===== src/logic/scb_pkg.sv =====
//------------------------------
// slow control board monitor readout
// widths, frame opcodes, channel tables, frame union
//------------------------------
package scb_pkg;

	localparam int READING_W = 14;
	localparam int CHANNELS = 20;
	localparam int CHAN_W = 5;
	localparam int MUX_W = 8;
	localparam int OPCODE_W = 3;

	localparam logic [OPCODE_W-1:0] OP_ADC_MUX = 3'b110;
	localparam logic [OPCODE_W-1:0] OP_ADC_SPI = 3'b100;

	localparam logic [CHAN_W-1:0] MUX_FRAME_BITS = 5'd11;
	localparam logic [CHAN_W-1:0] ADC_FRAME_BITS = 5'd17;
	localparam logic [CHAN_W-1:0] CONV_AFTER_BIT = 5'd3; // pause point in an adc frame

	// one 17 bit shift word, MSB goes out first
	typedef union packed {
		struct packed {
			logic [OPCODE_W-1:0] opcode;
			logic [MUX_W-1:0] code;
			logic [ADC_FRAME_BITS-OPCODE_W-MUX_W-1:0] pad; // never shifted
		} mux;
		struct packed {
			logic [OPCODE_W-1:0] opcode;
			logic [ADC_FRAME_BITS-OPCODE_W-1:0] cfg;
		} adc;
	} scb_frame_u;

	function automatic logic [MUX_W-1:0] chan_mux_code(input logic [CHAN_W-1:0] idx);
		case (idx)
			5'd0: return 8'h00; // hv monitor and anode current pairs
			5'd1: return 8'h01;
			5'd2: return 8'h02;
			5'd3: return 8'h03;
			5'd4: return 8'h04;
			5'd5: return 8'h05;
			5'd6: return 8'h06;
			5'd7: return 8'h07;
			5'd8: return 8'h08;
			5'd9: return 8'h09;
			5'd10: return 8'h0a;
			5'd11: return 8'h0b;
			5'd12: return 8'h0d; // temperature
			5'd13: return 8'h0e;
			5'd14: return 8'h0f;
			5'd15: return 8'h1c; // supply rails
			5'd16: return 8'h5c;
			5'd17: return 8'h7c;
			default: return 8'h00; // 18, 19 use adc inputs directly
		endcase
	endfunction

	function automatic logic [ADC_FRAME_BITS-OPCODE_W-1:0] chan_adc_cfg(
		input logic [CHAN_W-1:0] idx
	);
		case (idx)
			5'd18: return 14'b1_111_010_1_011_00_1; // pmt current
			5'd19: return 14'b1_111_011_0_111_00_0; // 1.5V reference
			default: return 14'b1_110_111_1_011_00_1;
		endcase
	endfunction

endpackage


===== src/logic/scb_serial_shifter.sv =====
//------------------------------
// serial bit engine for mdi / msk / mdo
// four phase bit timing, pause for conversion
//------------------------------
`timescale 1ns/10ps

module scb_serial_shifter (
	input  logic clk,
	input  logic rst,
	input  logic frame_load,
	input  scb_pkg::scb_frame_u frame,
	input  logic [scb_pkg::CHAN_W-1:0] frame_bits,
	input  logic mex_strobe,
	input  logic resume,
	input  logic mdo,
	output logic mdi,
	output logic msk,
	output logic mex_bit,
	output logic pause,
	output logic frame_done,
	output logic [scb_pkg::READING_W-1:0] shifted_in
);
	import scb_pkg::*;

	localparam int FW = $bits(scb_frame_u);

	localparam logic [1:0] S_IDLE = 2'd0;
	localparam logic [1:0] S_SHIFT = 2'd1;
	localparam logic [1:0] S_PAUSE = 2'd2;

	logic [1:0] state;
	logic [1:0] phase;
	logic [CHAN_W-1:0] bit_cnt;
	logic [CHAN_W-1:0] bit_nxt;
	logic [FW-1:0] sr;

	assign bit_nxt = bit_cnt + 1'b1;
	assign pause = (state == S_PAUSE);

	always_ff @(posedge clk or posedge rst) begin
		if (rst) begin
			state <= S_IDLE;
			phase <= 2'd0;
			bit_cnt <= '0;
			mdi <= 1'b0;
			msk <= 1'b0;
			mex_bit <= 1'b0;
			frame_done <= 1'b0;
		end else begin
			frame_done <= 1'b0;
			case (state)
				S_IDLE: begin
					if (frame_load) begin
						state <= S_SHIFT;
						phase <= 2'd0;
						bit_cnt <= '0;
					end
				end
				S_SHIFT: begin
					phase <= phase + 2'd1;
					case (phase)
						2'd0: mdi <= sr[FW-1];
						2'd1: begin
							msk <= 1'b1;
							if (mex_strobe)
								mex_bit <= 1'b0;
						end
						2'd2: ; // mdo sampled below
						default: begin
							msk <= 1'b0;
							bit_cnt <= bit_nxt;
							if (bit_nxt == frame_bits) begin
								state <= S_IDLE;
								frame_done <= 1'b1;
								mdi <= 1'b0;
								mex_bit <= 1'b0;
							end else begin
								mex_bit <= mex_strobe;
								if (!mex_strobe && bit_nxt == CONV_AFTER_BIT)
									state <= S_PAUSE;
							end
						end
					endcase
				end
				S_PAUSE: begin
					if (resume)
						state <= S_SHIFT; // phase already back at 0
				end
				default: state <= S_IDLE;
			endcase
		end
	end

	always_ff @(posedge clk) begin
		if (state == S_IDLE && frame_load)
			sr <= frame;
		else if (state == S_SHIFT && phase == 2'd3)
			sr <= {sr[FW-2:0], 1'b0};
		if (state == S_SHIFT && phase == 2'd2)
			shifted_in <= {shifted_in[READING_W-2:0], mdo};
	end

endmodule


===== src/logic/scb_adc_sequencer.sv =====
//------------------------------
// per channel adc sequence
// mux frame, settle wait, repeated adc frames with conversion pulse
//------------------------------
`timescale 1ns/10ps

module scb_adc_sequencer #(
	parameter int MUX_SETTLE_CYCLES = 130000,
	parameter int CONV_PULSE_CYCLES = 230,
	parameter int ADC_REPEATS = 3
) (
	input  logic clk,
	input  logic rst,
	input  logic chan_start,
	input  logic [scb_pkg::CHAN_W-1:0] chan_idx,
	input  logic mdo,
	output logic chan_done,
	output logic [scb_pkg::READING_W-1:0] chan_reading,
	output logic mcs_n,
	output logic mdi,
	output logic msk,
	output logic mex
);
	import scb_pkg::*;

	localparam int CONV_LOW = 10; // mex low before and after the pulse
	localparam int CONV_LEN = CONV_PULSE_CYCLES + 2 * CONV_LOW;
	localparam int CNT_MAX = (MUX_SETTLE_CYCLES > CONV_LEN) ? MUX_SETTLE_CYCLES : CONV_LEN;
	localparam int CNT_W = $clog2(CNT_MAX + 1);
	localparam int REP_W = $clog2(ADC_REPEATS + 1);

	localparam logic [2:0] S_IDLE = 3'd0;
	localparam logic [2:0] S_MUX = 3'd1;
	localparam logic [2:0] S_SETTLE = 3'd2;
	localparam logic [2:0] S_ADC = 3'd3;
	localparam logic [2:0] S_CONV = 3'd4;
	localparam logic [2:0] S_RELOAD = 3'd5;

	logic [2:0] state;
	logic [CNT_W-1:0] cnt;
	logic [CNT_W-1:0] cnt_nxt;
	logic [REP_W-1:0] rep;
	logic last_rep;
	logic mex_strobe;
	logic mex_conv;
	logic mex_bit;
	logic frame_load;
	logic resume;
	logic pause;
	logic frame_done;
	scb_frame_u frame;
	logic [CHAN_W-1:0] frame_bits;
	logic [READING_W-1:0] shifted_in;

	assign cnt_nxt = cnt + 1'b1;
	assign last_rep = (rep == REP_W'(ADC_REPEATS - 1));
	assign mex = mex_bit | mex_conv;

	// chan_idx is held by the controller for the whole channel
	always_comb begin
		if (mex_strobe) begin
			frame.mux.opcode = OP_ADC_MUX;
			frame.mux.code = chan_mux_code(chan_idx);
			frame.mux.pad = '0;
		end else begin
			frame.adc.opcode = OP_ADC_SPI;
			frame.adc.cfg = chan_adc_cfg(chan_idx);
		end
	end

	assign frame_bits = mex_strobe ? MUX_FRAME_BITS : ADC_FRAME_BITS;

	always_ff @(posedge clk or posedge rst) begin
		if (rst) begin
			state <= S_IDLE;
			cnt <= '0;
			rep <= '0;
			mcs_n <= 1'b1;
			mex_strobe <= 1'b0;
			mex_conv <= 1'b0;
			frame_load <= 1'b0;
			resume <= 1'b0;
			chan_done <= 1'b0;
		end else begin
			frame_load <= 1'b0;
			resume <= 1'b0;
			chan_done <= 1'b0;
			case (state)
				S_IDLE: begin
					if (chan_start) begin
						mex_strobe <= 1'b1;
						frame_load <= 1'b1;
						mcs_n <= 1'b0;
						state <= S_MUX;
					end
				end
				S_MUX: begin
					if (frame_done) begin
						mcs_n <= 1'b1;
						mex_strobe <= 1'b0;
						cnt <= '0;
						state <= S_SETTLE;
					end
				end
				S_SETTLE: begin
					cnt <= cnt_nxt;
					if (cnt == CNT_W'(MUX_SETTLE_CYCLES - 1)) begin
						rep <= '0;
						frame_load <= 1'b1;
						mcs_n <= 1'b0;
						state <= S_ADC;
					end
				end
				S_ADC: begin
					if (pause && !resume) begin // pause still high while resume is seen
						cnt <= '0;
						state <= S_CONV;
					end else if (frame_done) begin
						mcs_n <= 1'b1;
						if (last_rep) begin
							chan_done <= 1'b1;
							state <= S_IDLE;
						end else begin
							rep <= rep + 1'b1;
							state <= S_RELOAD;
						end
					end
				end
				S_CONV: begin
					cnt <= cnt_nxt;
					mex_conv <= (cnt_nxt >= CNT_W'(CONV_LOW)) &&
						(cnt_nxt < CNT_W'(CONV_LOW + CONV_PULSE_CYCLES));
					if (cnt == CNT_W'(CONV_LEN - 1)) begin
						mex_conv <= 1'b0;
						resume <= 1'b1;
						state <= S_ADC;
					end
				end
				S_RELOAD: begin
					frame_load <= 1'b1;
					mcs_n <= 1'b0;
					state <= S_ADC;
				end
				default: state <= S_IDLE;
			endcase
		end
	end

	always_ff @(posedge clk) begin
		if (state == S_ADC && frame_done && last_rep)
			chan_reading <= shifted_in; // last repeat wins
	end

	scb_serial_shifter u_shifter (
		.clk(clk),
		.rst(rst),
		.frame_load(frame_load),
		.frame(frame),
		.frame_bits(frame_bits),
		.mex_strobe(mex_strobe),
		.resume(resume),
		.mdo(mdo),
		.mdi(mdi),
		.msk(msk),
		.mex_bit(mex_bit),
		.pause(pause),
		.frame_done(frame_done),
		.shifted_in(shifted_in)
	);

endmodule


===== src/logic/scb_monitor_ctrl.sv =====
//------------------------------
// monitor command handling
// channel scan, reading bank, finish flag
//------------------------------
`timescale 1ns/10ps

module scb_monitor_ctrl (
	input  logic clk,
	input  logic rst,
	input  logic command_monitor,
	input  logic chan_done,
	input  logic [scb_pkg::READING_W-1:0] chan_reading,
	output logic chan_start,
	output logic [scb_pkg::CHAN_W-1:0] chan_idx,
	output logic monitor_finish,
	output logic [scb_pkg::CHANNELS-1:0][scb_pkg::READING_W-1:0] readings
);
	import scb_pkg::*;

	localparam logic [1:0] S_IDLE = 2'd0;
	localparam logic [1:0] S_SCAN = 2'd1;
	localparam logic [1:0] S_FINISH = 2'd2;

	logic [1:0] state;
	logic cmd_q; // previous command level
	logic last_chan;

	assign last_chan = (chan_idx == CHAN_W'(CHANNELS - 1));

	always_ff @(posedge clk or posedge rst) begin
		if (rst) begin
			state <= S_IDLE;
			cmd_q <= 1'b0;
			chan_start <= 1'b0;
			chan_idx <= '0;
			monitor_finish <= 1'b0;
			readings <= '0;
		end else begin
			cmd_q <= command_monitor;
			chan_start <= 1'b0;
			case (state)
				S_IDLE: begin
					if (command_monitor && !cmd_q) begin // rising edge only
						chan_idx <= '0;
						chan_start <= 1'b1;
						state <= S_SCAN;
					end
				end
				S_SCAN: begin
					if (chan_done) begin
						readings[chan_idx] <= chan_reading;
						if (last_chan) begin
							state <= S_FINISH;
						end else begin
							chan_idx <= chan_idx + 1'b1;
							chan_start <= 1'b1;
						end
					end
				end
				S_FINISH: begin
					monitor_finish <= command_monitor;
					if (!command_monitor)
						state <= S_IDLE;
				end
				default: state <= S_IDLE;
			endcase
		end
	end

endmodule


===== src/logic/scb_tp_trigger.sv =====
//------------------------------
// test pulse trigger, one pulse per command rise
//------------------------------
`timescale 1ns/10ps

module scb_tp_trigger (
	input  logic clk,
	input  logic rst,
	input  logic command_tp_trig,
	output logic tp_trig
);

	localparam logic [1:0] S_ARMED = 2'd0;
	localparam logic [1:0] S_PULSE = 2'd1;
	localparam logic [1:0] S_WAIT = 2'd2; // wait for command release

	logic [1:0] state;

	assign tp_trig = (state == S_PULSE);

	always_ff @(posedge clk or posedge rst) begin
		if (rst)
			state <= S_ARMED;
		else begin
			case (state)
				S_ARMED: if (command_tp_trig) state <= S_PULSE;
				S_PULSE: state <= S_WAIT;
				S_WAIT: if (!command_tp_trig) state <= S_ARMED;
				default: state <= S_ARMED;
			endcase
		end
	end

endmodule


===== src/logic/scb_top.sv =====
//------------------------------
// slow control board top level
// monitor scan controller, adc sequencer, tp trigger
//------------------------------
`timescale 1ns/10ps

module scb_top #(
	parameter int MUX_SETTLE_CYCLES = 130000,
	parameter int CONV_PULSE_CYCLES = 230,
	parameter int ADC_REPEATS = 3
) (
	input  logic clk,
	input  logic rst,
	input  logic command_monitor,
	input  logic command_tp_trig,
	input  logic mdo,
	output logic mcs_n,
	output logic mdi,
	output logic msk,
	output logic mex,
	output logic tp_trig,
	output logic monitor_finish,
	output logic [scb_pkg::CHANNELS-1:0][scb_pkg::READING_W-1:0] readings
);
	import scb_pkg::*;

	logic chan_start;
	logic chan_done;
	logic [CHAN_W-1:0] chan_idx;
	logic [READING_W-1:0] chan_reading;

	//------------------------------
	scb_monitor_ctrl u_ctrl (
		.clk(clk),
		.rst(rst),
		.command_monitor(command_monitor),
		.chan_done(chan_done),
		.chan_reading(chan_reading),
		.chan_start(chan_start),
		.chan_idx(chan_idx),
		.monitor_finish(monitor_finish),
		.readings(readings)
	);

	scb_adc_sequencer #(
		.MUX_SETTLE_CYCLES(MUX_SETTLE_CYCLES),
		.CONV_PULSE_CYCLES(CONV_PULSE_CYCLES),
		.ADC_REPEATS(ADC_REPEATS)
	) u_seq (
		.clk(clk),
		.rst(rst),
		.chan_start(chan_start),
		.chan_idx(chan_idx),
		.mdo(mdo),
		.chan_done(chan_done),
		.chan_reading(chan_reading),
		.mcs_n(mcs_n),
		.mdi(mdi),
		.msk(msk),
		.mex(mex)
	);

	//------------------------------
	scb_tp_trigger u_tp (
		.clk(clk),
		.rst(rst),
		.command_tp_trig(command_tp_trig),
		.tp_trig(tp_trig)
	);

endmodule


===== config.mk =====
export PLATFORM = sky130hd
export DESIGN_NAME = scb_top
export DESIGN_NICKNAME = d
export VERILOG_FILES = /design/src/logic/scb_pkg.sv /design/src/logic/scb_serial_shifter.sv /design/src/logic/scb_adc_sequencer.sv /design/src/logic/scb_monitor_ctrl.sv /design/src/logic/scb_tp_trigger.sv /design/src/logic/scb_top.sv
export SDC_FILE = /design/constraint.sdc
export NUM_CORES = 1
export LEC_CHECK = 0
export BUFFER_PORTS_ARGS = -buffer_cell sky130_fd_sc_hd__buf_4
export CAP_MARGIN = 15
export CORE_MARGIN = 2
export CORE_UTILIZATION = 35
export DETAILED_ROUTE_END_ITERATION = 12
export SYNTH_ARGS = -nofsm -noshare
export SYNTH_HDL_FRONTEND = slang
export SYNTH_SLANG_ARGS = --single-unit

===== constraint.sdc =====
create_clock -name clk -period 11.35 [get_ports clk]
set_input_delay 1.7025 -clock clk [delete_from_list [all_inputs] [get_ports clk]]
set_output_delay 1.7025 -clock clk [all_outputs]
set_load 0.005 [all_outputs]

Yosys cells after proc, flatten, opt, wreduce, memory -nomap -nowiden
Memory sizes are Yosys's and may differ from the RTL's.
Index checks and enable logic that the tools add are counted.
- flip-flop bits (word level): 378
- ROM bits: 224
- memories: 1
- $add $sub $neg: 5
- order comparisons: 4
- equality and inequality tests: 42
- muxes and demuxes: 78
- bitwise gates (word level): 3
- reduce and logical (&&, ||, !) cells: 45
- memories (name ; depth ; bits a word ; read ports ; clocked after Yosys merged registers in ; write ports ; line ; source):
    (no name shown) ; 32 ; 7 ; 1 ; 0 ; 0 ; scb_pkg.sv:34 ; case (idx)
- operators by type and width (cell ; number):
    bitwise mux 280 bit ; 1
    demux 14 bit (select 5 bit) ; 1
    2-to-1 mux 17 bit ; 4
    case mux 17 bit (3 select lines) ; 1
    2-to-1 mux 2 bit ; 16
    2-to-1 mux 5 bit ; 6
    2-to-1 mux 1 bit ; 24
    case mux 11 bit (2 select lines) ; 1
    2-to-1 mux 3 bit ; 7
    inequality test 2 bit (second input constant) ; 10
    case mux 5 bit (2 select lines) ; 2
    inequality test 2 x 1 -> 1 bit (second input constant) ; 9
    case mux 2 bit (3 select lines) ; 3
    case mux 3 bit (6 select lines) ; 1
    adder 17 x 1 -> 17 bit (second input constant) ; 1
    == test 17 bit (second input constant) ; 1
    == test 17 x 8 -> 1 bit (second input constant) ; 1
    >= comparator 17 x 4 -> 1 bit (second input constant) ; 1
    < comparator 17 x 8 -> 1 bit (second input constant) ; 1
    2-to-1 mux 16 bit ; 1
    AND reduction 4 bit ; 4
    AND reduction 3 bit ; 5
    2-to-1 mux 14 bit ; 1
    == test 2 bit (second input constant) ; 6
    other kinds (30) ; 69

Longest topological paths before layout
- depth after elaboration: 7
- mapped depth: 8

Modules after synthesis
From an unflattened synthesis, not the netlist that was laid out.
- cell total of the unflattened synthesis: 1148
- area total of the unflattened synthesis: 16213.0 um2
- by module, submodules not included (module ; times used ; cells each ; area each (um2) ; sequential area each (um2)):
    scb_monitor_ctrl ; 1 ; 703 ; 11466.0 ; 7257.0
    scb_adc_sequencer ; 1 ; 288 ; 2593.7 ; 1122.3
    scb_serial_shifter ; 1 ; 150 ; 2053.2 ; 1256.2
    scb_tp_trigger ; 1 ; 7 ; 100.1 ; 50.0

Least setup slack after synthesis
OpenSTA, ideal clock, no wires.
- kind: in2reg
- start point: input command_monitor
- end point: register u_ctrl.chan_idx[4] (netlist bit)
- library setup time: 118 ps
- arrival: 2698 ps
- data required time: 11232 ps
- setup slack: 8533 ps
- stages on the path: 6
- path buffers: 0
- cells stage by stage: nor3b_1 a21oi_1 a211oi_1 nand4_1 xor2_1 nor2_1
- cells in the longest elaborated chain, start to end: 3
- RTL lines (item ; line ; source):
    start, declared ; scb_top.sv:14 ; input logic command_monitor,
    logical AND 1 bit ; scb_monitor_ctrl.sv:43 ; if (command_monitor && !cmd_q) begin
    inequality test 2 x 1 -> 1 bit (no source line) ; -- ;
    AND reduction 4 bit (no source line) ; -- ;
    end signal, assigned ; scb_monitor_ctrl.sv:55 ; chan_idx <= chan_idx + 1'b1;
    end, declared ; scb_monitor_ctrl.sv:14 ; output logic [scb_pkg::CHAN_W-1:0] chan_idx,
Every way passes these cells.
A chain may end at the register's enable or synchronous reset.

==> results by group <==
Clocking
  • Clock-pin slew on the worst setup and hold paths: 60 ps
  • Hold-fix buffers, CTS: 0
  • Sink Count: 378
  • CTS Buf Count: 41
  • H-tree depth: 2
  • Resized Gates After CTS: 0
  • CTS tree: yes
  • Root buffer cell: clkbuf_16
  • Setup repair bufs after CTS: 0
  • Worst-case clock buffer depth: 3
  • Clk Latency, worst-skew pair: 540 ps

Critical path
  • Cells on worst reg2reg path: 5
  • Critical Path Fanout Max: 149
  • Kind of end point of the critical path: asynchronous set/reset pin
  • Crit start category: primary input
  • WP data required: 11870 ps
  • FF-to-FF Start: u_ctrl.state[1]
  • Worst Setup Path Type: in -> async
  • Reg-to-Reg End: u_ctrl.readings[222]
  • Critical Path AT: 4400 ps
  • Reg2Reg Setup Slack: 8860 ps

Timing
  • TNS Setup: 0 ps
  • Fin. max-slew vios: 0
  • Slew @ Worst Pin: 1050 ps
  • Final period utilization: 0.3421
  • RSZ-0062 raised after global routing: no
  • # setup viols final: 0
  • Slew margin rel.: 0.3003
  • Fin crit period: 3883 ps
  • Fmax: 257.5 MHz
  • Clk_skew: 22.55 ps
  • Final hold vios: 0

Detailed routing
  • WL final: 39290 µm
  • Final antenna-violating net count: 0
  • Routed wire per std cell: 19.94 µm
  • Vias post-DR: 9769
  • Vias per cell: 4.956
  • # DRC: 0
  • Initial drt markers: 548
  • DR pass1 iterations: 4

GRT
  • First-pass GRT wire length: 60630 µm
  • Total Routing Usage GR: 0.1696
  • Overflow after GRT: 0
  • Largest net degree at the start of global routing: 150
  • Initial antenna violation count: 0
  • Vias in the first global route: 9772

Power and ir drop
  • Leakage: 9.937 nW
  • Power Density: 162.4 nW/µm²
  • Worst VDD drop: 0.08585 mV

Die
  • FP Rows: 76
  • Die Y: 214.0 µm
  • Die area: 45810 µm²
  • Initial Utilization: 0.3568
  • Core region area: 43270 µm²
  • Die width: 214.0 µm
  • I/O pin count: 291

Final layout
  • Fill cell count: 3951
  • Layout cells sized above 1: 0.3268
  • Most frequent cells in the layout: 332 x dfrtp_1, 294 x buf_4, 205 x mux2_1
  • Multi-input gate area in the final layout: 5314 µm²
  • Fin nets: 1381
  • Layout area overhead: 24.87%
  • Final non-filler cell total: 1971
  • Commonest non-fill, non-tap cell in the layout: dfrtp_1
  • Register Area: 9686 µm²
  • Ant diodes: 0

Hold path
  • HP Start: u_seq.u_shifter.shifted_in[13]
  • Min-Delay Path Depth: 0
  • HP Class: reg -> reg
  • WHS Endpoint: u_seq.chan_reading[13]

Place
  • IO Port Bufs: 290
  • Final HPWL DP: 26910 µm
  • RePlAce Congestion: 0.8022
  • Placed cells: 1903

Synthesis
  • Mapped Area: 15440 µm²
  • Post-Synthesis Cells: 1101
  • Ys Warns: 0
  • Seq/Total Area, Yosys: 0.6274
  • Flops & latches, synth: 378
  • EDFF count, synth: 45
  • Ys async rst share: 0.8810
  • Ys flop type: dfrtp_1
  • Post-Syn Nets: 1121
  • Synth unique cells: 64
  • Mapped Avg Cell Area: 14.02 µm²

Run status
  • Outcome: finished, final reports clean

Flow run
  • Maxcap violations: 0
## per-stage QoR
step           worst slack (ps)  total power, mW  cell area, µm²  utilization  hold slack (ps)
6_report                   7467            3.130           19280       0.4456            418.9
5_1_grt                    6961            3.285           19280       0.4456            441.4
4_1_cts                    7326            3.173           19280       0.4456            418.3
3_5_place_dp               6733            1.886           17990       0.4158            404.5
3_3_place_gp               6779            1.877           17990       0.4158            400.2
2_1_floorplan             424.3            1.790           15440            -            400.3
## critical path: stages
cell,delay (ps)
buf_4,130
inv_8,670
buf_4,860
buf_4,900
## layout make-up
class | count | area share
clock buffers | 60 | 0.06166
clock inverters | 8 | 0.005127
inverters | 12 | 0.002726
multi-input cells | 634 | 0.2756
flip-flops and latches | 378 | 0.5024
well taps | 585 | 0.03797
repair buffers | 294 | 0.1145
## power breakdown
part | internal [mW] | switching (mW)
Sequential | 1.47 | 0.0778
Combinational | 0.115 | 0.199
Clock | 0.749 | 0.522
Total | 2.33 | 0.799
## worst max-delay path by stage
stage               startpoint                  end  slack, ps  cells after the start
finish                     rst  u_ctrl.readings[95]       7470                      4
floorplan                  rst   u_ctrl.chan_idx[0]        420                      1
global placement           rst  u_ctrl.readings[26]       6780                      4
global route               rst  u_ctrl.readings[95]       6960                      4
CTS                        rst  u_ctrl.readings[26]       7330                      4
detailed placement         rst  u_ctrl.readings[26]       6730                      4
## cells by family (layout without fill, tap and decap cells)
family | Yosys count | after routing | synth area share
and+or+nand+nor | 206 | 206 | 0.07140
DFF | 378 | 378 | 0.6274
buffers and inverters | 89 | 374 | 0.02845
xor gates and xnor gates | 12 | 12 | 0.006808
adders and majority gates | 15 | 15 | 0.01216
muxes | 285 | 285 | 0.2080
AOI/OAI and AO/OA | 116 | 116 | 0.04587
## sequential cells by signal, summed over array words and instances, names as in the netlist, 3 cells and up
name	count
u_ctrl.readings	280
u_seq.state	3
u_seq.u_shifter.bit_cnt	5
u_seq.cnt	17
u_seq.u_shifter.shifted_in	14
u_ctrl.chan_idx	5
u_seq.u_shifter.sr	17
u_seq.chan_reading	14
## metal layers
layer  up-vias  routed length (µm)  GRT usage
li1       4425                   -          -
met1      5039               17620     0.2289
met2       251               18410     0.2745
met3        54                2456    0.04028
met4         0                 807    0.04499
met5         -                   0          0
## synthesized netlist by cell type, drive strengths merged, types with 3 or more instances
cell type	instances	share of area
o21ai	52	0.017
nand3b	3	0.0015
and2	8	0.0032
nand3	13	0.0042
and3	6	0.0024
o41ai	4	0.0023
inv	12	0.0029
nand2b	8	0.0032
a31oi	5	0.0020
a211oi	4	0.0019
a21oi	22	0.0074
nor2b	9	0.0036
mux2	283	0.21
xnor2	7	0.0040
nor3b	4	0.0026
buf	32	0.014
o21a	3	0.0015
and4	3	0.0017
xor2	5	0.0028
nor2	46	0.012
edfxtp	45	0.088
dfrtp	332	0.54
ha	15	0.012
clkbuf	45	0.012
nor4	7	0.0052
a21o	7	0.0034
a32o	4	0.0026
nor3	7	0.0023
nand4	12	0.0061
o31ai	7	0.0034
nand2	68	0.017
(Power assumes the default switching activity.)
